File: config.mk
export PLATFORM = sky130hd
export DESIGN_NAME = dCache
export DESIGN_NICKNAME = d
export VERILOG_FILES = /design/src/design/cpuTypesPkg.sv /design/src/design/dCache.sv
export VERILOG_INCLUDE_DIRS = /design/src /design/src/design
export SDC_FILE = /design/constraint.sdc
export NUM_CORES = 1
export LEC_CHECK = 0
export BUFFER_PORTS_ARGS = -buffer_cell sky130_fd_sc_hd__clkbuf_2
export CORE_ASPECT_RATIO = 1.25
export CORE_UTILIZATION = 55
export DETAILED_ROUTE_END_ITERATION = 12
export PLACE_DENSITY = 0.77
export SLEW_MARGIN = 30
export SYNTH_ARGS = -nofsm -noshare
export SYNTH_HDL_FRONTEND = slang
export SYNTH_SLANG_ARGS = --single-unit
File: constraint.sdc
create_clock -name CLK -period 8.82 [get_ports CLK]
set_input_delay 1.323 -clock CLK [delete_from_list [all_inputs] [get_ports CLK]]
set_output_delay 1.323 -clock CLK [all_outputs]
set_load 0.01 [all_outputs]
File: src/design/memSystem_cfg.svh
/*
 memory subsystem configuration
 RAM depth and latency, cache line counts
 */
`ifndef MEMSYSTEM_CFG_SVH
`define MEMSYSTEM_CFG_SVH

// RAM depth in 32-bit words
`define RAM_WORDS 1024

// BUSY cycles before ACCESS
`define RAM_LAT 3

// direct-mapped line counts, one word per line
`define ICACHE_SETS 8
`define DCACHE_SETS 8

`endif

File: src/design/cpuTypesPkg.sv
/*
 cpu types package
 word, byte address and RAM state types shared by caches, controller and RAM
 */
package cpuTypesPkg;

   // data or instruction word
   typedef logic [31:0] word_t;

   // byte address
   // bits 1:0 ignored, accesses are word aligned
   typedef logic [31:0] addr_t;

   // RAM progress as seen by the controller
   // FREE    ready for a new request
   // BUSY    latency counting
   // ACCESS  read word valid / write committed
   // ERROR   address beyond RAM depth
   typedef enum logic [1:0] {
      FREE   = 2'd0,
      BUSY   = 2'd1,
      ACCESS = 2'd2,
      ERROR  = 2'd3
   } ramState_t;

endpackage

File: src/design/dCache.sv
/*
 data cache
 direct-mapped write-through, no write-allocate, one word per line
 */
`timescale 1ns/1ps
`include "memSystem_cfg.svh"

module dCache (
   input  logic                   CLK,
   input  logic                   rstN,
   input  logic                   dRen,
   input  logic                   dWen,
   input  cpuTypesPkg::addr_t     dAddr,
   input  cpuTypesPkg::word_t     dStore,
   output logic                   dHit,
   output cpuTypesPkg::word_t     dLoad,
   output logic                   cacheDRen,
   output logic                   cacheDWen,
   output cpuTypesPkg::addr_t     cacheDAddr,
   output cpuTypesPkg::word_t     cacheDStore,
   input  logic                   dWait,
   input  cpuTypesPkg::word_t     memLoad,
   input  cpuTypesPkg::ramState_t ramState
);
   import cpuTypesPkg::*;

   localparam int idxW = $clog2(`DCACHE_SETS);
   localparam int tagW = 30 - idxW;

   typedef enum logic [1:0] {
      stIdle = 2'd0,
      stPend = 2'd1,
      stDone = 2'd2
   } dState_t;

   // line storage
   logic [`DCACHE_SETS-1:0] valid;
   logic [tagW-1:0]         tags [`DCACHE_SETS];
   word_t                   words [`DCACHE_SETS];

   dState_t         state;
   dState_t         nextState;
   logic [idxW-1:0] idx;
   logic [tagW-1:0] tag;
   logic            lineHit;
   logic            memDone;

   assign idx     = dAddr[idxW+1:2];
   assign tag     = dAddr[31:idxW+2];
   assign lineHit = valid[idx] && (tags[idx] == tag);

   // read misses and all writes go to memory
   // nothing new is issued in the done cycle
   assign cacheDRen   = dRen && !lineHit && (state != stDone);
   assign cacheDWen   = dWen && (state != stDone);
   assign cacheDAddr  = {dAddr[31:2], 2'b00};
   assign cacheDStore = dStore;

   // access finished when selected and the RAM reports ACCESS
   assign memDone = (cacheDRen || cacheDWen) && !dWait && (ramState == ACCESS);

   // read hit is combinational
   // write hit waits for the RAM commit
   assign dHit  = (dRen && lineHit) || (dWen && (state == stDone));
   assign dLoad = words[idx];

   always_comb begin
      case (state)
         stIdle, stPend: begin
            if (memDone) begin
               nextState = stDone;
            end else if (cacheDRen || cacheDWen) begin
               nextState = stPend;
            end else begin
               nextState = stIdle;
            end
         end
         default: nextState = stIdle;
      endcase
   end

   always_ff @(posedge CLK or negedge rstN) begin
      if (!rstN) begin
         state <= stIdle;
         valid <= '0;
      end else begin
         state <= nextState;
         // only a read miss allocates
         if (memDone && cacheDRen) begin
            valid[idx] <= 1'b1;
         end
      end
   end

   always_ff @(posedge CLK) begin
      if (memDone && cacheDRen) begin
         tags[idx]  <= tag;
         words[idx] <= memLoad;
      end else if (memDone && cacheDWen && lineHit) begin
         // write hit keeps the line coherent with RAM
         words[idx] <= dStore;
      end
   end

endmodule

Word-level counts from Yosys, hierarchy flattened
Memories as Yosys holds them, arrays and structs flattened. Index checks and enable logic that the tools add are counted.

Bits in registers: 10. RAM bits: 472. Output and inout bits: 99. Memories kept: 2.

Memory list: words (words 8, width 32, rd ports 1, clocked after memory_dff 0, write ports 1, RTL line dCache.sv:39) `` word_t words [`DCACHE_SETS]; ``; tags (words 8, width 27, rd ports 1, clocked after memory_dff 0, write ports 1, RTL line dCache.sv:38) `` logic [tagW-1:0] tags [`DCACHE_SETS]; ``.

Magnitude comparators: 2. Equality and inequality tests: 5. Muxes and demuxes: 13. Bitwise operators: 2. Reduce and logical (&&, ||, !) cells: 18.

Operator list (count): 2-to-1 mux 32 bit (1); equality test 27 bit (1); logical AND 1 bit (12); 2-to-1 mux 1 bit (8); OR 8 bit (1); equality test 2 bit (second input constant) (2); < comparator 3 x 4 -> 1 bit (second input constant) (1); 2-to-1 mux 2 bit (2); binary-select mux 1 bit (select 3 bit) (1); demux 1 bit (select 3 bit) (1); >= comparator 3 x 1 -> 1 bit (second input constant) (1); equality test 2 x 1 -> 1 bit (second input constant) (1); logical NOT 1 bit (2); logical NOT 2 bit (1); logical OR 1 bit (2); inequality test 2 bit (second input constant) (1); OR reduction 2 bit (1); OR 1 bit (1).

Logic depth before layout (Yosys ltp)
Depth in word-level cells: 15. Depth in mapped cells: 13. Depth with buffers taken out: 8.

Least setup slack after synthesis
OpenSTA, ideal clock, no wires.

Kind: input-to-reg. Start point: input dAddr[4]. End point: memory words[3][0] (netlist name), enable pin. Library setup time: 0.430 ns. Data arrival time: 5.638 ns. Required time: 8.390 ns. Setup slack: 2.752 ns. Stages: 12. Cells stage by stage: clkbuf_1 > buf_2 > clkbuf_1 > mux4_2 > mux2i_1 > xor2_1 > nand2_1 > or3_1 > or4_4 > or3b_1 > buf_6 > a21boi_1.

Longest elaborated chain between the ends: 15.

RTL lines: start: declaration (RTL line dCache.sv:13) `input cpuTypesPkg::addr_t dAddr,`; memory (8 x 27 bit) / binary-select mux 1 bit (select 3 bit) (equally long branches); equality test 27 bit / 2-to-1 mux 1 bit (equally long branches) (RTL line dCache.sv:50) `assign lineHit = valid[idx] && (tags[idx] == tag);`; logical AND 1 bit (RTL line dCache.sv:50); logical NOT 1 bit (RTL line dCache.sv:54) `assign cacheDRen = dRen && !lineHit && (state != stDone);`; logical AND 1 bit (2 in a row) (RTL line dCache.sv:54); logical OR 1 bit (RTL line dCache.sv:60) `assign memDone = (cacheDRen || cacheDWen) && !dWait && (ramState == ACCESS);`; logical AND 1 bit (2 in a row) (RTL line dCache.sv:60); logical AND 1 bit (2 in a row) (RTL line dCache.sv:99) `end else if (memDone && cacheDWen && lineHit) begin`; 2-to-1 mux 1 bit (RTL line dCache.sv:99); 2-to-1 mux 1 bit (RTL line dCache.sv:96) `if (memDone && cacheDRen) begin`; 2-to-1 mux 1 bit (not written as such) (RTL line dCache.sv:101) `words[idx] <= dStore;`; OR 1 bit (no source line); end: declaration (RTL line dCache.sv:39).

Parallel ways exist; a longest one is shown, timed or not. The select of a mux whose other input is x is not followed.

Worst setup path after layout
Start point: input dAddr[3]. End point: output dHit.

Longest elaborated chain between the ends: 5.

RTL lines: memory (8 x 27 bit) / binary-select mux 1 bit (select 3 bit) (equally long branches); equality test 27 bit / 2-to-1 mux 1 bit (equally long branches) (RTL line dCache.sv:50); logical AND 1 bit (*) (RTL line dCache.sv:50); logical AND 1 bit (*) (RTL line dCache.sv:64) `assign dHit = (dRen && lineHit) || (dWen && (state == stDone));`; logical OR 1 bit (*) (RTL line dCache.sv:64); end: declaration (RTL line dCache.sv:15) `output logic dHit,`.

Every way passes the cells marked *; elsewhere a longest branch is shown, timed or not. The select of a mux whose other input is x is not followed.

==> reports/metrics.cfg <==
[sta]
tightestPinTransition_ns = 0.9210
rsz0062_at_grt = no
slew-limit-headroom_pct = 38.45
fin_crit_ns = 6.537
fmaxAchievable_mhz = 153.0
finalCritPeriodShare_pct = 74.12
setup-violations-final = 0
fin_setup_tns_ns = 0
hold_violations = 0
fin_skew_ns = 0.03296
finalMaxSlewViolations = 0

[hold_path]
min_from = state[1]
holdPathEnd = state[0]
worst_hold_path_type = reg2reg
hold_path_depth = 1

[routing]
routedWlPerCell_um = 23.55
drt_pass1_iterations = 5
drc_errors = 0
drtIter0Drc = 1050
ant_nets = 0
vias = 10240
routed_wl_um = 40200
viasPerCell = 5.999

[pwr]
p_leak_nw = 7.443
powerDensity_mw_per_mm2 = 212.9
ir_drop_mv = 0.2032

[final_layout]
diodes = 0
layout_common_cells = 472 x edfxtp_1, 194 x clkbuf_2, 64 x mux2_2, 60 x a22oi_1, 46 x clkbuf_16
syn2layout_area_growth_pct = 13.23
fin_area_mm2 = 0.02183
fin_nets = 1307
drive_above_1_share_pct = 33.49
num-fill-cells = 2379
layout_commonest_cell = edfxtp_1

[clocking]
htree_levels = 2
cts_sinks = 482
clock_latency_ns = 0.56
cts_buffer_depth = 3
postCtsSetupBuffers = 0
postCtsHoldBufs = 0
cts_tree = yes
cts.repair.resized = 0
root_buffer = clkbuf_16
clk_pin_slew_worst_paths_ns = 0.06
numCtsBuffers = 44

[synth]
ys_types = 53
yosys_warnings = 0
yosysTopAreaCell = edfxtp_1
synth-seq-cells = 482
netlist_instances = 1050
synth_area_leaders = edfxtp_1 74%, mux4_2 4.6%, mux2_2 3.7%
synth_top_area_share_pct = 73.51
avgSynthCellArea_um2 = 18.36
async_flop_share_pct = 2.075
ys_seq_area_share_pct = 74.80
synth_edf_count = 472
synth-main-ff-cell = edfxtp_1
syn_area_mm2 = 0.01928

[critical_path]
worst_path_most_repeated_cell = buf_4
arrival_ns = 5.21
end_kind = output pin
path_depth = 12
critPathRequiredTime_ns = 7.50
r2r-end = words[0][7]
crit_path_top_delay_cell = buf_4
slowest_delay_ns = 0.61
cp-start-kind = input port
crit_buf_inv = 4
r2r_cells = 9
path_delay_family = buffers and inverters
reg2reg_from = tags[3][19]
critPathKind = in2out
crit_fanout = 48
crit_chain = buf_4, buf_4, mux4_2, mux2i_1, xor2_1, nand2_1, nor4_1, nand4_1, nor2_1, buf_4, a2bb2o_1, clkbuf_2
r2r_slack_ns = 4.13

[global_routing]
grt_pass1_vias = 10490
grt_max_degree = 50
gr-total-overflow = 0
antenna_found_initial = 0
grt_pass1_wl_um = 60200
grt.total_usage_pct = 22.82

[floorplanning]
io_pins = 202
core.rowCount = 76
fp.dieH_um = 211.3
dieArea_mm2 = 0.03582
fp.coreArea_mm2 = 0.03452
initial_core_util_pct = 55.86
die_x_um = 169.5

[job]
cap_violations = 0

[placed_design]
place_area_mm2 = 0.02045
port_buffers = 197
place_congestion = 0.7428
dp_hpwl_um = 22800

[status]
status = finished clean

## cell families (layout without fill, tap and decap cells)
family	count (synthesis)	count (layout)	share of synthesized area [%]
buf+inv	124	312	4.004
compound gates	155	155	6.437
simple gates	117	117	3.082
xor+xnor	26	26	1.181
flops	482	482	74.80
mux	145	145	10.47
other cells	1	2	0.01945
## sequential cells by signal, summed over array words and instances (netlist names)
| name | cells |
|---|---|
| words | 256 |
| tags | 216 |
| valid | 8 |
| state | 2 |
## layer usage
metal	global-route usage, %	wire length, um
met5	0	0
met4	8.139	966
met3	3.496	2748
met2	39.46	20680
met1	29.39	15810
## worst register-to-register path: stages, from the launching register on
cell and delay, ns:
edfxtp_1 0.38, mux4_2 0.45, mux2i_1 0.17, xor2_1 0.21
nand2_1 0.10, nor4_1 0.55, nand4_1 0.46, or3b_1 0.81
a21boi_4 0.81, buf_4 0.41
## report_power, final
part	internal (mW)	switching, mW
Combinational	0.114	0.169
Clock	1.04	0.787
Sequential	2.53	0.00560
## metrics by stage
stage / hold slack (ns) / worst slack (ns) / std cells / utilization, % / power, mW
floorplan: 0.4187 / 2.752 / 1051 / - / 2.767
global placement: 0.4307 / 2.063 / 1626 / 59.23 / 2.860
detailed placement: 0.4471 / 2.041 / 1626 / 59.24 / 2.868
CTS: 0.4565 / 2.234 / 1707 / 63.25 / 4.670
global route: 0.4869 / 1.995 / 1707 / 63.25 / 4.779
finish: 0.4568 / 2.283 / 1707 / 63.25 / 4.648
## worst max-delay path by stage
stage               slack [ns]      from            to
floorplan                 2.75  dAddr[4]   words[3][0]
global placement          2.06  dAddr[3]  words[0][19]
detailed placement        2.04  dAddr[3]  words[0][19]
CTS                       2.23  dAddr[3]          dHit
global route              2.00  dAddr[3]          dHit
finish                    2.28  dAddr[3]          dHit
## Yosys cell counts (all sizes together), types with 5 or more instances
master / number
edfxtp: 472
buf: 91
mux2: 64
a22oi: 60
mux2i: 42
mux4: 39
nand3: 31
clkbuf: 30
nor2: 25
a221oi: 24
nand2: 21
xor2: 18
a21oi: 11
a222oi: 10
a22o: 10
dfrtp: 10
o21bai: 8
xnor2: 8
nand4: 7
a21boi: 6
a221o: 6
and2: 6
nand2b: 5
nor2b: 5
o22ai: 5
## cell type report
class | count | area [um^2] | area share, %
clock buffer | 64 | 1249 | 5.719
tap | 468 | 585.6 | 2.682
timing repair buffer | 228 | 1226 | 5.616
multi-input combinational | 445 | 4202 | 19.24
inverter | 3 | 11.26 | 0.05158
clock inverter | 17 | 136.4 | 0.6246
sequential | 482 | 14420 | 66.06
No activity file was read; power rests on OpenSTA's default activity.
