$ cat config.mk
export PLATFORM = sky130hd
export DESIGN_NAME = memoryControl
export DESIGN_NICKNAME = d
export VERILOG_FILES = /design/src/design/memSystem_cfg.svh /design/src/design/cpuTypesPkg.sv /design/src/design/memoryControl.sv
export SDC_FILE = /design/constraint.sdc
export NUM_CORES = 1
export LEC_CHECK = 0
export ABC_AREA = 0
export BUFFER_PORTS_ARGS = -buffer_cell sky130_fd_sc_hd__buf_4
export CORE_AREA = 2 2 105 107
export DETAILED_ROUTE_END_ITERATION = 7
export DIE_AREA = 0 0 107 109
export PLACE_DENSITY = 0.54
export SLEW_MARGIN = 20
export SYNTH_ARGS = -nofsm -noshare
export SYNTH_HDL_FRONTEND = slang
export SYNTH_SLANG_ARGS = --single-unit
export TNS_END_PERCENT = 10
$ cat constraint.sdc
create_clock -name CLK -period 1.75 [get_ports CLK]
set_input_delay 0 -clock CLK [delete_from_list [all_inputs] [get_ports CLK]]
set_output_delay 0 -clock CLK [all_outputs]
set_load 0.05 [all_outputs]
$ cat src/design/memSystem_cfg.svh
/*
 memory subsystem configuration
 RAM depth and latency, cache line counts
 */
`ifndef MEMSYSTEM_CFG_SVH
`define MEMSYSTEM_CFG_SVH

// RAM depth in 32-bit words
`define RAM_WORDS 1024

// BUSY cycles before ACCESS
`define RAM_LAT 3

// direct-mapped line counts, one word per line
`define ICACHE_SETS 8
`define DCACHE_SETS 8

`endif

$ cat src/design/cpuTypesPkg.sv
/*
 cpu types package
 word, byte address and RAM state types shared by caches, controller and RAM
 */
package cpuTypesPkg;

   // data or instruction word
   typedef logic [31:0] word_t;

   // byte address
   // bits 1:0 ignored, accesses are word aligned
   typedef logic [31:0] addr_t;

   // RAM progress as seen by the controller
   // FREE    ready for a new request
   // BUSY    latency counting
   // ACCESS  read word valid / write committed
   // ERROR   address beyond RAM depth
   typedef enum logic [1:0] {
      FREE   = 2'd0,
      BUSY   = 2'd1,
      ACCESS = 2'd2,
      ERROR  = 2'd3
   } ramState_t;

endpackage

$ cat src/design/memoryControl.sv
/*
 memory controller
 fixed-priority arbiter, data over instruction, onto the single RAM port
 */
`timescale 1ns/1ps

module memoryControl (
   input  logic                   CLK,
   input  logic                   rstN,
   // instruction cache side
   input  logic                   cacheIRen,
   input  cpuTypesPkg::addr_t     cacheIAddr,
   output logic                   iWait,
   output cpuTypesPkg::word_t     iLoad,
   // data cache side
   input  logic                   cacheDRen,
   input  logic                   cacheDWen,
   input  cpuTypesPkg::addr_t     cacheDAddr,
   input  cpuTypesPkg::word_t     cacheDStore,
   output logic                   dWait,
   output cpuTypesPkg::word_t     dLoad,
   // RAM side
   output logic                   ramRen,
   output logic                   ramWen,
   output cpuTypesPkg::addr_t     ramAddr,
   output cpuTypesPkg::word_t     ramStore,
   input  cpuTypesPkg::word_t     ramLoad,
   input  cpuTypesPkg::ramState_t ramState
);
   import cpuTypesPkg::*;

   localparam logic [1:0] selNone  = 2'd0;
   localparam logic [1:0] selData  = 2'd1;
   localparam logic [1:0] selInstr = 2'd2;

   logic       dReq;
   logic       iReq;
   logic [1:0] prioGrant;
   logic [1:0] grant;
   logic [1:0] selReg;

   assign dReq = cacheDRen || cacheDWen;
   assign iReq = cacheIRen;

   // data first, then instruction
   always_comb begin
      if (dReq) begin
         prioGrant = selData;
      end else if (iReq) begin
         prioGrant = selInstr;
      end else begin
         prioGrant = selNone;
      end
   end

   // an access in flight keeps its owner
   assign grant = (selReg != selNone) ? selReg : prioGrant;

   always_comb begin
      ramRen  = 1'b0;
      ramWen  = 1'b0;
      ramAddr = cacheIAddr;
      // pending but not selected, hold off
      dWait   = dReq;
      iWait   = iReq;
      case (grant)
         selData: begin
            ramRen  = cacheDRen;
            ramWen  = cacheDWen;
            ramAddr = cacheDAddr;
            dWait   = dReq && (ramState != ACCESS);
         end
         selInstr: begin
            ramRen = cacheIRen;
            iWait  = iReq && (ramState != ACCESS);
         end
         default: begin
            ramRen = 1'b0;
         end
      endcase
   end

   // both caches see the RAM word, only dCache stores
   assign dLoad    = ramLoad;
   assign iLoad    = ramLoad;
   assign ramStore = cacheDStore;

   // owner latched when the RAM takes a request
   always_ff @(posedge CLK or negedge rstN) begin
      if (!rstN) begin
         selReg <= selNone;
      end else if ((ramState == ACCESS) || (ramState == ERROR)) begin
         selReg <= selNone;
      end else if ((ramState == FREE) && (ramRen || ramWen)) begin
         selReg <= grant;
      end
   end

endmodule

# After elaboration in Yosys (flattened, before gate mapping)
# Cells that the tools add are included.
dict set report totals {
  ff_bits 2
}
dict set report classes {
  muxes 10
  eq_ne 5
  reduce_logical 9
}
# op n
set op_table {}
lappend op_table {{32-bit 2-to-1 mux} 1}
lappend op_table {{2-bit 2-to-1 mux} 5}
lappend op_table {{2-bit == test, second input constant} 3}
lappend op_table {{2-bit nonzero test} 2}
lappend op_table {{1-bit logical AND} 3}
lappend op_table {{1-bit logical OR} 3}
lappend op_table {{1-bit 2-to-1 mux} 3}
lappend op_table {{2-bit by 1-bit == test with 1-bit output, second input constant} 1}
lappend op_table {{2-bit logical NOT} 1}
lappend op_table {{2-bit != test, second input constant} 1}
lappend op_table {{1-bit one-hot mux with 2 select lines} 1}

# Depth between registers and ports, before layout
# Gate-level depths: netlist (run 1).
dict set report logic_depth {
  depth_word 9
  ltp_mapped 7
  ltp_nobuf 7
}

# Worst setup path after synthesis (run 1)
# OpenSTA, ideal clock, no wires.
dict set report synth_path {
  path_kind {reg2out}
  from {register selReg[1]}
  to {output port iWait}
  t_arrival_ns 2.115
  slack_ns -0.365
  path_stages_with_launch 5
  required_time_ns 1.750
  path_cell_list {dfrtp_1 -> o21ai_0 -> inv_1 -> ha_1 -> a21boi_0}
}
dict set report synth_via {
  elab_chain_len 4
}
# element line_no
set synth_rtl {}
lappend synth_rtl {{start, declared} memoryControl.sv:40} ;# logic [1:0] selReg;
lappend synth_rtl {{start signal, assigned} memoryControl.sv:91} ;# selReg <= selNone;
lappend synth_rtl {{start signal, assigned} memoryControl.sv:93} ;# selReg <= selNone;
lappend synth_rtl {{start signal, assigned} memoryControl.sv:95} ;# selReg <= grant;
lappend synth_rtl {{2-bit nonzero test} memoryControl.sv:57} ;# assign grant = (selReg != selNone) ? selReg : prioGrant;
lappend synth_rtl {{2-bit 2-to-1 mux *} memoryControl.sv:57}
lappend synth_rtl {{2-bit == test *} memoryControl.sv:66} ;# case (grant)
lappend synth_rtl {{1-bit 2-to-1 mux *} memoryControl.sv:66}
lappend synth_rtl {{end, declared} memoryControl.sv:13} ;# output logic iWait,
# Mark *: on every way between the ends. The rest lies on a longest branch, timed or not.

# Worst setup path after layout (run 1)
dict set report layout_path {
  from {register selReg[1]}
  to {output port ramAddr[27]}
}
dict set report layout_via {
  elab_chain_len 4
}
# element line_no
set layout_rtl {}
lappend layout_rtl {{2-bit nonzero test} memoryControl.sv:57}
lappend layout_rtl {{2-bit 2-to-1 mux *} memoryControl.sv:57}
lappend layout_rtl {{2-bit by 1-bit == test with 1-bit output *} memoryControl.sv:66}
lappend layout_rtl {{32-bit 2-to-1 mux *} memoryControl.sv:66}
lappend layout_rtl {{end, declared} memoryControl.sv:25} ;# output cpuTypesPkg::addr_t ramAddr,
# Marked as above.

==> results.cfg, run 1 <==
[min_path]
min_to = iLoad[23]
worstHoldStart = ramLoad[23]
hold_class = input pin to primary output
min_path_cells = 0

[worst_setup_path]
r2r.worst_path.cells = 8
start_kind = flip-flop
reg2reg_slack_ns = 0.01
crit_type = flip-flop to primary output
reg2reg_to = selReg[0]
critPathMaxFanout = 13
rr_startpoint = selReg[0]
worstPathArrival_ns = 1.78
crit_path_end_kind = primary output
cp_data_required_time_ns = 1.75

[cts]
cts_tree = yes
cts_root_buf = clkbuf_8
cts_buffers = 3
clk_latency_ns = 0.21
clk_path_buf_depth = 2
htree_levels = 1
clock_sinks = 2
path_clk_slew_ns = 0.03

[timing]
postLayoutSetupSlackWorst_ns = -0.0296
setup_viol = 29
tightest_slew_ns = 0.464
slew_headroom_pct = 68.9
hold_viol = 0
fin_skew_ns = 0.000844
min_period_over_period_pct = 102
rsz0062_at_grt = true
finalCriticalPeriod_ns = 1.78
fmax_mhz = 562
fin_hold_ws_ns = 0.0000162
maxSlewViolCount = 0

[yosys]
syn_nets = 294
syn_area_sq_mm = 0.00131
synth.avg_cell_area_sq_um = 8.39
yosysMostFrequentCell = buf_4
synth-main-ff-cell = dfrtp_1
synth-seq-cells = 2
synth_area_leaders = buf_4, mux2_2, dfrtp_1
synth.top_cell.area_share_pct = 56.2
yosys_warnings = 0
synth_edf_count = 0
yosys.cell_types.count = 18
netlist_instances = 156
yosysSeqAreaShare_pct = 3.82
synth_top_cell_by_area = buf_4
synth_common_cells = buf_4, mux2_2, inv_1, nor2_1, ha_1
async_reset_ff_share_pct = 100

[cells_and_area]
fillers = 1161
reg_top3 = selReg: 2 flops
largest-register = selReg
num_antenna_cells = 0
drive_gt1_share_pct = 91.5
nNetsFinal = 316
area_growth_pct = 51.5
largest_reg_flops = 2
fin_area_sq_mm = 0.00198
post-route-util_pct = 18.7

[place]
dpl.hpwl_um = 3120
numPortBuffers = 106
finalWeightedCongestion = 0.619
post_dp_cell_area_sq_mm = 0.00158

[detailed_routing]
wl_met1_um = 1320
wl_per_cell_um = 13.5
wl_met2_um = 2240
maxUsedRoutingLayer = met4
num_vias = 1052
vias_per_cell = 3.33
drt_wl_total_um = 4270
met3_length_um = 483
firstDrtPassIters = 4
detail_route.drc_violations = 0
drtAntennaViolNets = 0
dr.first_iter.drc_count = 45

[global_route]
gr-total-overflow = 0
antenna_found_initial = 0
grt_pass1_wl_um = 5600
grt_pass1_vias = 1144
grt_max_degree = 14
track_usage_pct = 6.17

[floorplan]
fp.dieW_um = 107
io_pins = 267
die_y_um = 109
start_util_pct = 12.3
row_count = 38
die_area_sq_mm = 0.0117
core_area_sq_mm = 0.0106

[outcome]
status = finished, violations left
failed_checks = setup timing

[pwr]
p_per_area_mw_per_mm2 = 612
peakVddDrop_mv = 0.140
leakagePower_nw = 0.947

[job]
maxCapViolCount = 0
layout by cell type, fill, tap and decap left out, drive strengths merged:
cell | synthesis | final
a21oi | 1 | 1
inv | 4 | 4
o21ai | 1 | 1
and2 | 1 | 1
and3b | 1 | 1
nor3 | 1 | 1
clkbuf | 0 | 4
nor2 | 4 | 4
dlygate4sd3 | 0 | 2
o311a | 1 | 1
or3 | 1 | 1
a21boi | 1 | 1
mux2 | 32 | 32
ha | 3 | 3
dfrtp | 2 | 2
a22oi | 1 | 1
a211oi | 1 | 1
a31oi | 1 | 1
buf | 100 | 114
worst max-delay path, cell delays in order (launching register included):
cell and delay, ns:
dfrtp_2 0.44, a31oi_4 0.20, ha_4 0.25, buf_16 0.17, mux2_2 0.35, buf_6 0.15
layout make-up:
class	instances	area [sq um]	area share (%)
clock buffers	3	41.3	2.08
repair buffers	117	1090	55.2
inverters	4	15.0	0.757
flip-flops and latches	2	51.3	2.59
multi-input cells	50	606	30.5
well taps	140	175	8.83
worst max path at each step:
stage / from / to / cells after the start
after floorplan: selReg[0] / dWait / 6
after global placement: selReg[1] / ramAddr[19] / 5
after detailed placement: selReg[1] / selReg[1] / 5
after CTS: selReg[1] / ramAddr[19] / 5
after global routing: selReg[0] / selReg[0] / 8
final: selReg[1] / ramAddr[27] / 5
where the power goes:
part / switching, mW / total [mW] / internal [mW] / leakage, nW
sequential: 0.00216 / 0.0515 / 0.0493 / 0.0256
clock: 0.0331 / 0.178 / 0.145 / 0.0216
combinational: 0.520 / 0.984 / 0.463 / 0.900
kinds of logic after synthesis:
kind of cell	count (synthesis)	synth area share [%]
AOI/OAI and AO/OA	7	4.49
adders and majority gates	3	2.87
DFF	2	3.82
buffers and inverters	104	58.1
and+or+nand+nor	8	3.15
muxes	32	27.5
routing by layer:
metal,up-vias,GRT usage (%)
met3,41,2.09
met5,-,0
li1,454,-
met2,85,11.9
met4,0,4.17
met1,472,5.40
stage by stage:
step / setup slack (ns) / cells / TNS, ns / total power [mW]
2_1_floorplan: -0.132 / 156 / -0.137 / 1.14
3_3_place_gp: 0.0311 / 306 / 0 / 0.844
3_5_place_dp: -0.0154 / 306 / -0.0154 / 0.852
4_1_cts: -0.0487 / 314 / -0.236 / 1.14
5_1_grt: -0.0882 / 316 / -2.43 / 1.27
6_report: -0.0296 / 316 / -0.463 / 1.21
timing repair:
item,in CTS,in global routing
endpoints found under the setup margin,33,35
buffers inserted,2,1
hold endpoints to repair,3,0
resized for setup,32,34
hold buffers,2,0
cloned,1,1
pin swaps,2,6
Note: power is estimated with default switching activity, not from simulation.
==> run 2, diff against run 1 <==
- SKIP_LAST_GASP: default -> 1
==> run 2 against run 1 <==
  * The run still ends with setup timing left
  * Sequential power about the same
  * Die area unchanged
  * Hold slack about the same
  * Sequential share of layout area decreased by 0.14 points
  * Count of clock-buffer cells in the layout unchanged
  * Flip-flop and latch count unchanged
  * Clock power about the same
  * Register-to-register slack got worse by 0.02 ns
  * Design area increased by 5.9%
  * Via count increased by 1.2%
  * Maximum frequency decreased by 0.56%
  * Critical path type unchanged
  * Critical endpoint is now ramAddr[4]
==> results.cfg, run 2 (same netlist as run 1, synthesis figures left out) <==
[cts]
htree_levels = 1
clk_latency_ns = 0.21
path_clk_slew_ns = 0.03
clk_path_buf_depth = 2
cts_root_buf = clkbuf_8
cts_buffers = 3
cts_tree = yes
clock_sinks = 2

[floorplan]
io_pins = 267
die_y_um = 109
core_area_sq_mm = 0.0106
fp.dieW_um = 107
row_count = 38
start_util_pct = 12.3
die_area_sq_mm = 0.0117

[timing]
slew_headroom_pct = 68.8
finalCriticalPeriod_ns = 1.79
setup_viol = 32
fin_hold_ws_ns = 0.0000193
rsz0062_at_grt = true
maxSlewViolCount = 0
tightest_slew_ns = 0.466
min_period_over_period_pct = 102
postLayoutSetupSlackWorst_ns = -0.0396
fin_skew_ns = 0.000806
fmax_mhz = 559
hold_viol = 0
tns_ns = -0.724

[global_route]
gr-total-overflow = 0
track_usage_pct = 6.09
grt_max_degree = 14
grt_pass1_wl_um = 5510
grt_pass1_vias = 1110
antenna_found_initial = 0

[place]
finalWeightedCongestion = 0.619
numPortBuffers = 106
dpl.hpwl_um = 3120

[min_path]
worstHoldStart = cacheDStore[0]
min_to = ramStore[0]
min_path_cells = 0
hold_class = input pin to primary output

[cells_and_area]
largest_reg_flops = 2
post-route-util_pct = 19.8
largest-register = selReg
drive_gt1_share_pct = 91.5
multiInputGateArea_sq_um = 648
ff_latch_area_sq_um = 51.3
final_common_cell = buf_4
reg_top3 = selReg: 2 flops
nNetsFinal = 317
fillers = 1135
area_growth_pct = 60.5
final_cell_mix = buf_4, mux2_4, buf_8
num_antenna_cells = 0

[worst_setup_path]
reg2reg_slack_ns = -0.01
worstPathArrival_ns = 1.79
max_stage_delay_ns = 0.44
critPathSlowestCell = dfrtp_2
cp_data_required_time_ns = 1.75
crit_chain = a31oi_4, ha_4, clkbuf_16, mux2_4, buf_8
critPathMaxFanout = 6
rr_startpoint = selReg[0]
start_kind = flip-flop
r2r.worst_path.cells = 8
crit_type = flip-flop to primary output
reg2reg_to = selReg[0]
crit_path_end_kind = primary output

[detailed_routing]
drtAntennaViolNets = 0
drt_wl_total_um = 4450
num_vias = 1065
vias_per_cell = 3.36
detail_route.drc_violations = 0
wl_per_cell_um = 14.0
firstDrtPassIters = 4
dr.first_iter.drc_count = 41

[outcome]
status = finished, violations left
failed_checks = setup timing

[pwr]
p_per_area_mw_per_mm2 = 614
leakagePower_nw = 1.04
peakVddDrop_mv = 0.160

[job]
maxCapViolCount = 0
-- run 2: cell types whose count changed in the layout (fill, tap and decap cells not counted), moves of 2 or more --
cell	previous run	this run
mux2_4	9	23
buf_4	76	78
buf_6	29	13
mux2_2	23	9
buf_8	7	20
-- run 2: power breakdown --
| group | switching (mW) | total (mW) | internal, mW |
|---|---|---|---|
| clock | 0.0333 | 0.178 | 0.145 |
| combinational | 0.537 | 1.06 | 0.523 |
| sequential | 0.00222 | 0.0516 | 0.0493 |
| total | 0.573 | 1.29 | 0.718 |
-- run 2: final cells by class --
cell class / count / share of cell area, %
clock buffer: 3 / 1.97
sequential: 2 / 2.44
tap: 140 / 8.34
multi-input combinational: 50 / 30.9
inverter: 4 / 0.715
timing repair buffer: 118 / 55.7
-- run 2: worst max path at each step --
stage	start	endpoint	slack, ns	cells after the start
5_1_grt	selReg[0]	selReg[0]	-0.11	8
3_5_place_dp	selReg[1]	selReg[1]	-0.02	5
4_1_cts	selReg[1]	ramAddr[9]	-0.05	5
6_report	selReg[1]	ramAddr[4]	-0.04	5
2_1_floorplan	selReg[0]	dWait	-0.13	6
3_3_place_gp	selReg[1]	ramAddr[19]	0.03	5
-- run 2: per-stage QoR --
stage | instances | power (mW) | instance area (sq um) | worst slack (ns)
after floorplan | 156 | 1.14 | 1310 | -0.132
after detailed placement | 306 | 0.852 | 1580 | -0.0154
after global routing | 317 | 1.35 | 2100 | -0.107
after CTS | 314 | 1.08 | 1720 | -0.0520
after global placement | 306 | 0.844 | 1580 | 0.0311
final | 317 | 1.29 | 2100 | -0.0396
-- run 2: critical path, delay by kind of cell (launching register included) --
kind | cells | cell delay (ns)
AOI/OAI and AO/OA | 1 | 0.20
adders and majority gates | 1 | 0.28
buffers and inverters | 2 | 0.35
DFF | 1 | 0.44
muxes | 1 | 0.31
-- run 2: repair_timing --
action                     CTS  global route
setup endpoints to repair   33            35
pin swaps                    2             5
setup buffers                2             1
hold buffers                 2             0
gates resized for setup      7            85
hold endpoints to repair     3             0
gates cloned                 1             2
-- run 2: metal layers --
metal / global-route usage, % / up-vias / part of all wire (%)
li1: - / 457 / -
met1: 5.51 / 481 / 31
met2: 11.4 / 86 / 52
met3: 2.09 / 41 / 11
met4: 4.17 / 0 / 5.2
met5: 0 / - / 0
