**src/design/memSystem_cfg.svh**
```systemverilog
/*
 memory subsystem configuration
 RAM depth and latency, cache line counts
 */
`ifndef MEMSYSTEM_CFG_SVH
`define MEMSYSTEM_CFG_SVH

// RAM depth in 32-bit words
`define RAM_WORDS 1024

// BUSY cycles before ACCESS
`define RAM_LAT 3

// direct-mapped line counts, one word per line
`define ICACHE_SETS 8
`define DCACHE_SETS 8

`endif

```
**src/design/cpuTypesPkg.sv**
```systemverilog
/*
 cpu types package
 word, byte address and RAM state types shared by caches, controller and RAM
 */
package cpuTypesPkg;

   // data or instruction word
   typedef logic [31:0] word_t;

   // byte address
   // bits 1:0 ignored, accesses are word aligned
   typedef logic [31:0] addr_t;

   // RAM progress as seen by the controller
   // FREE    ready for a new request
   // BUSY    latency counting
   // ACCESS  read word valid / write committed
   // ERROR   address beyond RAM depth
   typedef enum logic [1:0] {
      FREE   = 2'd0,
      BUSY   = 2'd1,
      ACCESS = 2'd2,
      ERROR  = 2'd3
   } ramState_t;

endpackage

```
**src/design/iCache.sv**
```systemverilog
/*
 instruction cache
 direct-mapped, read-only, one word per line, refills through the controller
 */
`timescale 1ns/1ps
`include "memSystem_cfg.svh"

module iCache (
   input  logic                   CLK,
   input  logic                   rstN,
   input  logic                   iRen,
   input  cpuTypesPkg::addr_t     iAddr,
   output logic                   iHit,
   output cpuTypesPkg::word_t     iInstr,
   output logic                   cacheIRen,
   output cpuTypesPkg::addr_t     cacheIAddr,
   input  logic                   iWait,
   input  cpuTypesPkg::word_t     iLoad,
   input  cpuTypesPkg::ramState_t ramState
);
   import cpuTypesPkg::*;

   localparam int idxW = $clog2(`ICACHE_SETS);
   localparam int tagW = 30 - idxW;

   // line storage
   logic [`ICACHE_SETS-1:0] valid;
   logic [tagW-1:0]         tags [`ICACHE_SETS];
   word_t                   words [`ICACHE_SETS];

   logic [idxW-1:0] idx;
   logic [tagW-1:0] tag;
   logic            fill;
   logic            fillDone;

   // index right above the word offset, tag is the rest
   assign idx = iAddr[idxW+1:2];
   assign tag = iAddr[31:idxW+2];

   // combinational hit, only while fetching
   assign iHit   = iRen && valid[idx] && (tags[idx] == tag);
   assign iInstr = words[idx];

   // refill request on miss
   // quiet for one cycle after a fill
   assign cacheIRen  = iRen && !iHit && !fillDone;
   assign cacheIAddr = {iAddr[31:2], 2'b00};

   // wait low alone is not enough, the RAM must be in ACCESS
   assign fill = cacheIRen && !iWait && (ramState == ACCESS);

   always_ff @(posedge CLK or negedge rstN) begin
      if (!rstN) begin
         valid    <= '0;
         fillDone <= 1'b0;
      end else begin
         fillDone <= fill;
         if (fill) begin
            valid[idx] <= 1'b1;
         end
      end
   end

   // tag and word written with the fill
   always_ff @(posedge CLK) begin
      if (fill) begin
         tags[idx]  <= tag;
         words[idx] <= iLoad;
      end
   end

endmodule

```
**config.mk**
```make
export PLATFORM = sky130hd
export DESIGN_NAME = iCache
export DESIGN_NICKNAME = d
export VERILOG_FILES = /design/src/design/cpuTypesPkg.sv /design/src/design/iCache.sv
export VERILOG_INCLUDE_DIRS = /design/src /design/src/design
export SDC_FILE = /design/constraint.sdc
export NUM_CORES = 1
export LEC_CHECK = 0
export BUFFER_PORTS_ARGS = -buffer_cell sky130_fd_sc_hd__buf_2
export CORE_ASPECT_RATIO = 0.75
export CORE_MARGIN = 10
export CORE_UTILIZATION = 60
export CTS_CLUSTER_DIAMETER = 80
export DETAILED_ROUTE_END_ITERATION = 12
export HOLD_SLACK_MARGIN = 0.12
export PLACE_DENSITY_LB_ADDON = 0.25
export SETUP_SLACK_MARGIN = 0.15
export SYNTH_ARGS = -nofsm -noshare
export SYNTH_HDL_FRONTEND = slang
export SYNTH_SLANG_ARGS = --single-unit
export TNS_END_PERCENT = 50
```
**constraint.sdc**
```tcl
create_clock -name CLK -period 4.5 [get_ports CLK]
set_input_delay 0.9 -clock CLK [delete_from_list [all_inputs] [get_ports CLK]]
set_output_delay 0.9 -clock CLK [all_outputs]
set_load 0.005 [all_outputs]
```
## Word level (Yosys, flattened, before mapping)

Memory sizes are Yosys's and may differ from the RTL's.
Index checks and enable logic that the tools add are counted.

| operators by class | value |
|---|---|
| $add $sub $neg | 0 |
| multiply operators | 0 |
| div/mod/pow operators | 0 |
| order comparisons | 2 |
| equal/unequal tests | 2 |
| shifts and indexed selects | 0 |
| multiplexer cells | 6 |
| bitwise logic cells | 1 |
| reduce and logical (&&, ||, !) cells | 10 |

Operator list:

| cell | count |
|---|---|
| $eq 27x27->1 | 1 |
| $or 8x8->8 | 1 |
| $logic_and 1x1->1 | 7 |
| $lt 3x4->1 const B | 1 |
| $mux 1 | 4 |
| $bmux 1 s3 | 1 |
| $demux 1 s3 | 1 |
| $ge 3x1->1 const B | 1 |
| $logic_not 1->1 | 3 |
| $eq 2x2->1 const B | 1 |

| storage, ports and cells | value |
|---|---|
| register bits | 9 |
| latch bits | 0 |
| bits in writable memories | 472 |
| memory bits (read-only) | 0 |
| output and inout port bits | 66 |
| word-level logic and storage cells | 25 |
| memories kept | 2 |

Memories:

| name | words | bits a word | rd ports | clocked after Yosys merged registers in | write ports | line | RTL |
|---|---|---|---|---|---|---|---|
| words | 8 | 32 | 1 | 0 | 1 | iCache.sv:29 | `` word_t words [`ICACHE_SETS]; `` |
| tags | 8 | 27 | 1 | 0 | 1 | iCache.sv:28 | `` logic [tagW-1:0] tags [`ICACHE_SETS]; `` |

## Depth between registers and ports, before layout

Gate-level depths: netlist of run 1.

| depth | value |
|---|---|
| depth in word-level cells | 11 |
| depth in mapped cells | 13 |
| mapped depth without buffers | 7 |

## Least setup slack after synthesis of run 1

Ideal clock, no wire load.

| path | value |
|---|---|
| kind | input -> register |
| start point | input port iAddr[4] |
| end point | memory tags[0][0] (netlist name) (enable) |
| library setup time | 0.429 ns |
| data arrival time | 4.311 ns |
| setup slack | -0.240 ns |
| stages on the path | 10 |
| path buffers | 7 |
| cells stage by stage | buf_4 -> buf_4 -> buf_4 -> buf_4 -> buf_2 -> nor2_1 -> clkbuf_1 -> buf_1 -> nand3_1 -> nor2_2 |

| on the way | value |
|---|---|
| word-level cells in the longest chain between the ends | 11 |
| elaborated cells on any way between the ends | 13 |
| classes of those cells | eq/ne (1); mux (4); reduce/logical (7); memory (1) |

RTL lines:

| item | line | RTL |
|---|---|---|
| start: declaration | iCache.sv:12 | `input cpuTypesPkg::addr_t iAddr,` |
| branches (longest 11 deep; another with $mem_v2 8x27) | n/a |  |
| end: declaration | iCache.sv:28 |  |

Parallel ways; which one is timed is not known. The select of a mux whose other input is x is not followed.

## Final worst setup path of run 1

| path | value |
|---|---|
| start point | input port iAddr[4] |
| end point | output port cacheIRen |

| on the way | value |
|---|---|
| word-level cells in the longest chain between the ends | 7 |
| elaborated cells on any way between the ends | 9 |
| classes of those cells | eq/ne (1); mux (2); reduce/logical (5); memory (1) |

RTL lines:

| item | line | RTL |
|---|---|---|
| branches (longest 3 deep; another with $mem_v2 8x27) | n/a |  |
| $logic_and 1x1->1 (*) | iCache.sv:41 | `assign iHit = iRen && valid[idx] && (tags[idx] == tag);` |
| $logic_not 1->1 (*) | iCache.sv:46 | `assign cacheIRen = iRen && !iHit && !fillDone;` |
| $logic_and 1x1->1 (*) (2 in a row) | iCache.sv:46 |  |
| end: declaration | iCache.sv:15 | `output logic cacheIRen,` |

Every way passes the cells marked *. The select of a mux whose other input is x is not followed.

==> flow_metrics.tcl, run 1 <==
set metrics [dict create \
    viasPerCell 6.22 \
    cts_hold_repair.buffers 0 \
    rsz0062_at_grt "no" \
    synth_top_family_by_area "compound AO/OA/AOI/OAI gates" \
    power.leakage_nw 7.40 \
    finClkSkew_ns 0.0122 \
    drc 0 \
    avgSynthCellArea_um2 18.2 \
    synth_compound_gate_area_share_pct 7.96 \
    maxCapViolCount 0 \
    placed_cells 1523 \
    die_area_mm2 0.0385 \
    ir_worst_vdd_uv 404 \
    startpoint "iAddr[4]" \
    p_per_area_mw_per_mm2 420 \
    portBuffers 131 \
    grt_overflow_total 0 \
    route.vias.total 10000 \
    yosys-mux-area-fraction_pct 7.62 \
    die_h_um 172 \
    drtIter0Drc 967 \
    synth-seq-cells 481 \
    synth_edf_count 472 \
    min_path_type "primary input to async pin" \
    num-nets-final 1247 \
    synth-xor-area-share_pct 0.519 \
    critPathTopFamily "compound AO/OA/AOI/OAI gates" \
    reg2reg_to "words[0][6]$_DFFE_PP_" \
    grt_pass1_wl_um 60100 \
    die_x_um 223 \
    yosysSeqAreaShare_pct 77.5 \
    place_congestion 0.765 \
    first_global_vias 10000 \
    critPathRequiredTime_ns 3.60 \
    critical_path_buf_inv_count 3 \
    coreArea_mm2 0.0303 \
    yosys_warnings 0 \
    dpl.hpwl_um 22900 \
    start_util_pct 61.2 \
    setup_slack_ns 0.281 \
    r2r_start "tags[1][14]$_DFFE_PP_" \
    path_cells "buf_16 -> mux2_2 -> a221o_1 -> a222oi_1 -> xor2_1 -> nand4_1 -> nor4_4 -> buf_12 -> nor2_2 -> buf_2" \
    grt_usage_pct 20.4 \
    async_reset_ff_share_pct 1.87 \
    finalSetupViolCount 0 \
    clock.fmax_ghz 0.237 \
    place_ws_ns -0.00811 \
    fin_crit_sh_pct 93.8 \
    final_cell_mix "472 x edfxtp_1, 129 x buf_2, 96 x a22oi_1" \
    htree_levels 2 \
    critPathMaxFanout 16 \
    setup_tns_ns 0 \
    p_total_mw 9.04 \
    path_clk_slew_ns 0.06 \
    crit_arrival_ns 3.32 \
    place_area_mm2 0.0200 \
    placement_rows 55 \
    fin_util_pct 70.9 \
    ios 136 \
    startpoint_type "primary input" \
    worstMarginPinSlew_ns 0.997 \
    final_common_cell "edfxtp_1" \
    totalWireLength_um 40400 \
    r2r_slack_ns 1.03 \
    syn-cell-area_mm2 0.0186 \
    post_drt_wl_per_cell_um 25.1 \
    timing.hold.ws_ns 0.197 \
    synth_cell_type_count 49 \
    final_layout_size_suffix_gt1_share_pct 25.5 \
    antenna_left 0 \
    syn-instance-count 1018 \
    clock_latency_ns 0.55 \
    clk_path_buf_depth 3 \
    max_slew_margin_pct 33.4 \
    hold_viol_final 0 \
    status "complete, no violations" \
    fin_area_mm2 0.0215 \
    yosys.area_share.simple_pct 3.59 \
    cts_tree "yes" \
    clock_sinks 481 \
    cp.depth 10 \
    root_buffer "clkbuf_16" \
    end_kind "output port" \
    area_growth_pct 15.9 \
    synth_flop_cell "edfxtp_1" \
    cts_buffers 45 \
    fin_crit_ns 4.22 \
    grt_max_degree 43 \
    critPathKind "primary input to output port" \
    yosys.area_share.adder_pct 0 \
    reg2regPathDepth 11 \
    slew_violations 0 \
    dr.pass1.iters 5 \
    max_stage_delay_ns 0.37 \
    layout.cells.non_filler 1612 \
    crit_slowest_cell "a222oi_1" \
    crit_end "cacheIRen" \
    antenna_found_initial 4 \
]
## worst register-to-register path: cells and delay by family (launching register included)
kind | cells | cell delay [ns]
multiplexers | 1 | 0.26
AND/OR/NAND/NOR | 3 | 0.92
flip-flops | 1 | 0.36
AO/OA/AOI/OAI | 2 | 0.68
XOR/XNOR | 1 | 0.19
buffers and inverters | 4 | 0.76
## registers in the layout (all words and copies together), names as in the netlist
signal    flops
valid         8
words       256
tags        216
fillDone      1
## Yosys cell counts, types with 2 or more instances
library cell,n,area share [%]
edfxtp_1,472,76
a22oi_1,96,3.9
mux2i_1,87,4.7
buf_4,40,1.6
clkbuf_1,26,0.53
nand3_1,23,0.62
a21oi_1,22,0.59
nand2_1,19,0.38
nor2_1,19,0.38
nand4_1,17,0.57
mux2_2,16,0.97
a221oi_1,15,0.71
mux4_2,15,1.8
a22o_1,13,0.61
buf_2,13,0.35
dfrtp_1,9,1.2
nor2_2,9,0.30
a221o_1,8,0.43
nor2b_1,8,0.27
o21bai_1,8,0.32
xor2_1,8,0.38
and3_1,6,0.20
buf_1,6,0.12
nand2b_1,6,0.20
o22ai_1,6,0.20
a211oi_1,4,0.16
a21o_1,4,0.16
a31oi_1,4,0.13
and2_1,4,0.13
a222oi_1,3,0.16
nor4_1,3,0.10
o21ai_0,3,0.081
xnor2_1,3,0.14
a311oi_1,2,0.094
a31o_2,2,0.094
and4_1,2,0.094
buf_6,2,0.12
nor3b_1,2,0.081
o22a_1,2,0.094
o31a_1,2,0.094
## routing by layer
metal  wire (um)  part of all wire, %  vias to the layer above  global-route usage (%)
met2       19100                   47                      418                    32.3
met4         660                  1.6                        6                    5.07
met3        3160                  7.8                       60                    4.62
li1            -                    -                     4468                       -
met5          40                0.099                        -                       0
met1       17500                   43                     5077                    28.2
## where the power goes
part | leakage, nW | switching (mW) | internal [mW]
Sequential | 4.36 | 0.0116 | 4.95
Clock | 0.675 | 1.53 | 2.03
Combinational | 2.37 | 0.297 | 0.212
## cell families after synthesis
logic type	Yosys count
XOR/XNOR	11
multiplexers	119
AO/OA/AOI/OAI	197
flip-flops	481
AND/OR/NAND/NOR	122
buffers and inverters	87
other	1
## how the worst min path moves through the flow
stage / slack (ns) / startpoint / cells past startpoint / endpoint
after floorplan: 0.44 / valid[2]$_DFFE_PN0P_ / 1 / valid[2]$_DFFE_PN0P_
after global placement: 0.46 / valid[3]$_DFFE_PN0P_ / 1 / valid[3]$_DFFE_PN0P_
after detailed placement: 0.46 / valid[3]$_DFFE_PN0P_ / 1 / valid[3]$_DFFE_PN0P_
after CTS: 0.18 / rstN / 1 / valid[0]$_DFFE_PN0P_
after global routing: 0.19 / rstN / 1 / valid[0]$_DFFE_PN0P_
final: 0.20 / rstN / 1 / valid[0]$_DFFE_PN0P_
## what timing repair did
item                                    CTS  global route
buffers inserted                          0             4
cloned                                    0             2
resized for setup                         2            15
pin swaps                                 0             5
endpoints found under the setup margin    2             2
## layout make-up
cell class / instances / area (um^2)
flip-flops and latches: 481 / 14400
fillers: 1899 / 8830
multi-input cells: 451 / 3730
repair buffers: 198 / 1500
clock buffers: 63 / 1240
well taps: 399 / 499
clock inverters: 19 / 143
diodes: 1 / 2.50
No activity file was read; power rests on OpenSTA's default activity.
==> run 2, diff against run 1 <==
--- a/config.mk
+++ b/config.mk
@@ -6,12 +6,12 @@
 export SDC_FILE = /design/constraint.sdc
 export NUM_CORES = 1
 export LEC_CHECK = 0
-export BUFFER_PORTS_ARGS = -buffer_cell sky130_fd_sc_hd__buf_2
 export CORE_ASPECT_RATIO = 0.75
 export CORE_MARGIN = 10
 export CORE_UTILIZATION = 60
 export CTS_CLUSTER_DIAMETER = 80
 export DETAILED_ROUTE_END_ITERATION = 12
+export DONT_BUFFER_PORTS = 1
 export HOLD_SLACK_MARGIN = 0.12
 export PLACE_DENSITY_LB_ADDON = 0.25
 export SETUP_SLACK_MARGIN = 0.15
==> constraint.sdc (replaced) <==
create_clock -name CLK -period 4.3 [get_ports CLK]
set_input_delay 0.645 -clock CLK [delete_from_list [all_inputs] [get_ports CLK]]
set_output_delay 0.645 -clock CLK [all_outputs]
set_load 0.005 [all_outputs]
==> run 2 against run 1 <==
First-iteration DRC count increased by 13%. Highest routed layer is now met4. Register-to-register slack got worse by 0.09 ns. Cell count decreased by 11%.
==> flow_metrics.tcl, run 2 (same netlist as run 1, synthesis figures left out) <==
set metrics [dict create \
    cts_buffers 45 \
    coreArea_mm2 0.0303 \
    fin_crit_ns 3.92 \
    p_total_mw 9.29 \
    antenna_left 0 \
    end_kind "output port" \
    die_area_mm2 0.0385 \
    r2r_slack_ns 0.94 \
    rsz0062_at_grt "no" \
    viasPerCell 6.49 \
    cts_setup_buffers 0 \
    placement_rows 55 \
    totalWireLength_um 38300 \
    dpl.hpwl_um 20800 \
    fin_crit_sh_pct 91.3 \
    final_common_cell "edfxtp_1" \
    maxCapViolCount 0 \
    clock_sinks 481 \
    first_global_vias 9306 \
    holdPathEnd "tags[1][17]$_DFFE_PP_" \
    area_growth_pct 9.54 \
    min_path_type "primary input to flop" \
    critPathRequiredTime_ns 3.65 \
    place_ws_ns 0.397 \
    startpoint_type "flop" \
    largest_reg_flops 256 \
    die_x_um 223 \
    grt_pass1_wl_um 58200 \
    startpoint "tags[2][0]$_DFFE_PP_" \
    p_comb_share_pct 3.3 \
    status "complete, no violations" \
    hold_viol_final 0 \
    setup_tns_ns 0 \
    finClkSkew_ns 0.0122 \
    route.vias.total 9352 \
    cts_tree "yes" \
    top_regs "words (256), tags (216), valid (8)" \
    critPathKind "flop to output port" \
    place_congestion 0.758 \
    max_slew_margin_pct 18.5 \
    grt_usage_pct 19.7 \
    hp-start "iAddr[22]" \
    drc 0 \
    htree_levels 2 \
    fill_cells 1946 \
    die_h_um 172 \
    start_util_pct 61.2 \
    reg2reg_to "words[2][20]$_DFFE_PP_" \
    final_layout_size_suffix_gt1_share_pct 13.3 \
    switching_share_pct 19.3 \
    drtIter0Drc 1089 \
    p_seq_share_pct 55.9 \
    grt_max_degree 135 \
    critPathMaxFanout 12 \
    p_clk_share_pct 40.8 \
    p_int_mw 7.50 \
    fin_util_pct 67.0 \
    dr.pass1.iters 5 \
    r2r_start "tags[2][0]$_DFFE_PP_" \
    clock.fmax_ghz 0.255 \
    post_drt_wl_per_cell_um 26.6 \
    num-nets-final 1077 \
    slew_violations 0 \
    antenna_found_initial 0 \
    regMostFlops "words" \
    crit_arrival_ns 3.28 \
    reg2regPathDepth 9 \
    diodes 0 \
    p_per_area_mw_per_mm2 457 \
    portBuffers 0 \
    power_switching_mw 1.80 \
    clk_path_buf_depth 3 \
    root_buffer "clkbuf_16" \
    ios 136 \
    power.leakage_nw 6.61 \
    clock_latency_ns 0.54 \
    grt_overflow_total 0 \
    ir_worst_vdd_uv 342 \
    setup_slack_ns 0.375 \
    holdPathStages 0 \
    worstMarginPinSlew_ns 1.22 \
    path_clk_slew_ns 0.06 \
    final_cell_mix "472 x edfxtp_1, 96 x a22oi_1, 87 x mux2i_1" \
    finalSetupViolCount 0 \
]
==> run 2: final cells by class <==
type	count	area [um^2]	area share (%)
tap	399	499	2.45
timing repair buffer	28	329	1.62
clock inverter	23	220	1.08
multi-input combinational	451	3720	18.3
sequential	481	14400	70.8
clock buffer	58	1170	5.78
==> run 2: power by group through the flow <==
stage	Combinational (mW)	Clock [mW]	Sequential [mW]
finish	0.307	3.79	5.19
global route	0.335	4.06	5.19
CTS	0.310	3.84	5.19
detailed placement	0.306	0	5.29
global placement	0.301	0	5.29
floorplan	0.287	0	5.29
==> run 2: routing by layer <==
metal	vias to the layer above	wire length, um	part of all wire [%]	global-route usage, %
met5	-	0	0	0
met4	0	801	2.1	5.10
met3	67	3320	8.7	5.16
met2	393	17500	46	29.8
met1	4783	16700	44	28.0
li1	4109	-	-	-
==> run 2: timing repair <==
item / in CTS / in global routing
resized for setup: 0 / 1
endpoints found under the hold margin: 9 / 0
hold buffers: 1 / 0
endpoints found under the setup margin: 0 / 1
==> run 2: critical path, stage by stage (launching register included) <==
cell and delay (ns):
edfxtp_1 0.39, mux4_2 0.46, mux2i_1 0.18, xor2_1 0.22
o2111ai_1 0.17, or4_4 0.49, nor4_4 0.45, buf_6 0.25
buf_12 0.12
==> run 2: stage by stage <==
step                hold WS (ns)  std cells  cell area, um^2
finish                     0.192       1440            20300
global route               0.169       1440            20300
CTS                        0.176       1440            20300
detailed placement         0.351       1358            18900
global placement           0.350       1358            18900
floorplan                  0.349       1019            18600
==> run 2: how the worst max path moves through the flow <==
| stage | slack (ns) | depth (start not counted) | to |
|---|---|---|---|
| final | 0.38 | 8 | iHit |
| after global routing | 0.20 | 8 | iHit |
| after CTS | 0.28 | 8 | iHit |
| after detailed placement | 0.40 | 9 | tags[1][0]$_DFFE_PP_ |
| after global placement | 0.41 | 9 | tags[1][0]$_DFFE_PP_ |
| after floorplan | -0.09 | 10 | tags[3][0]$_DFFE_PP_ |
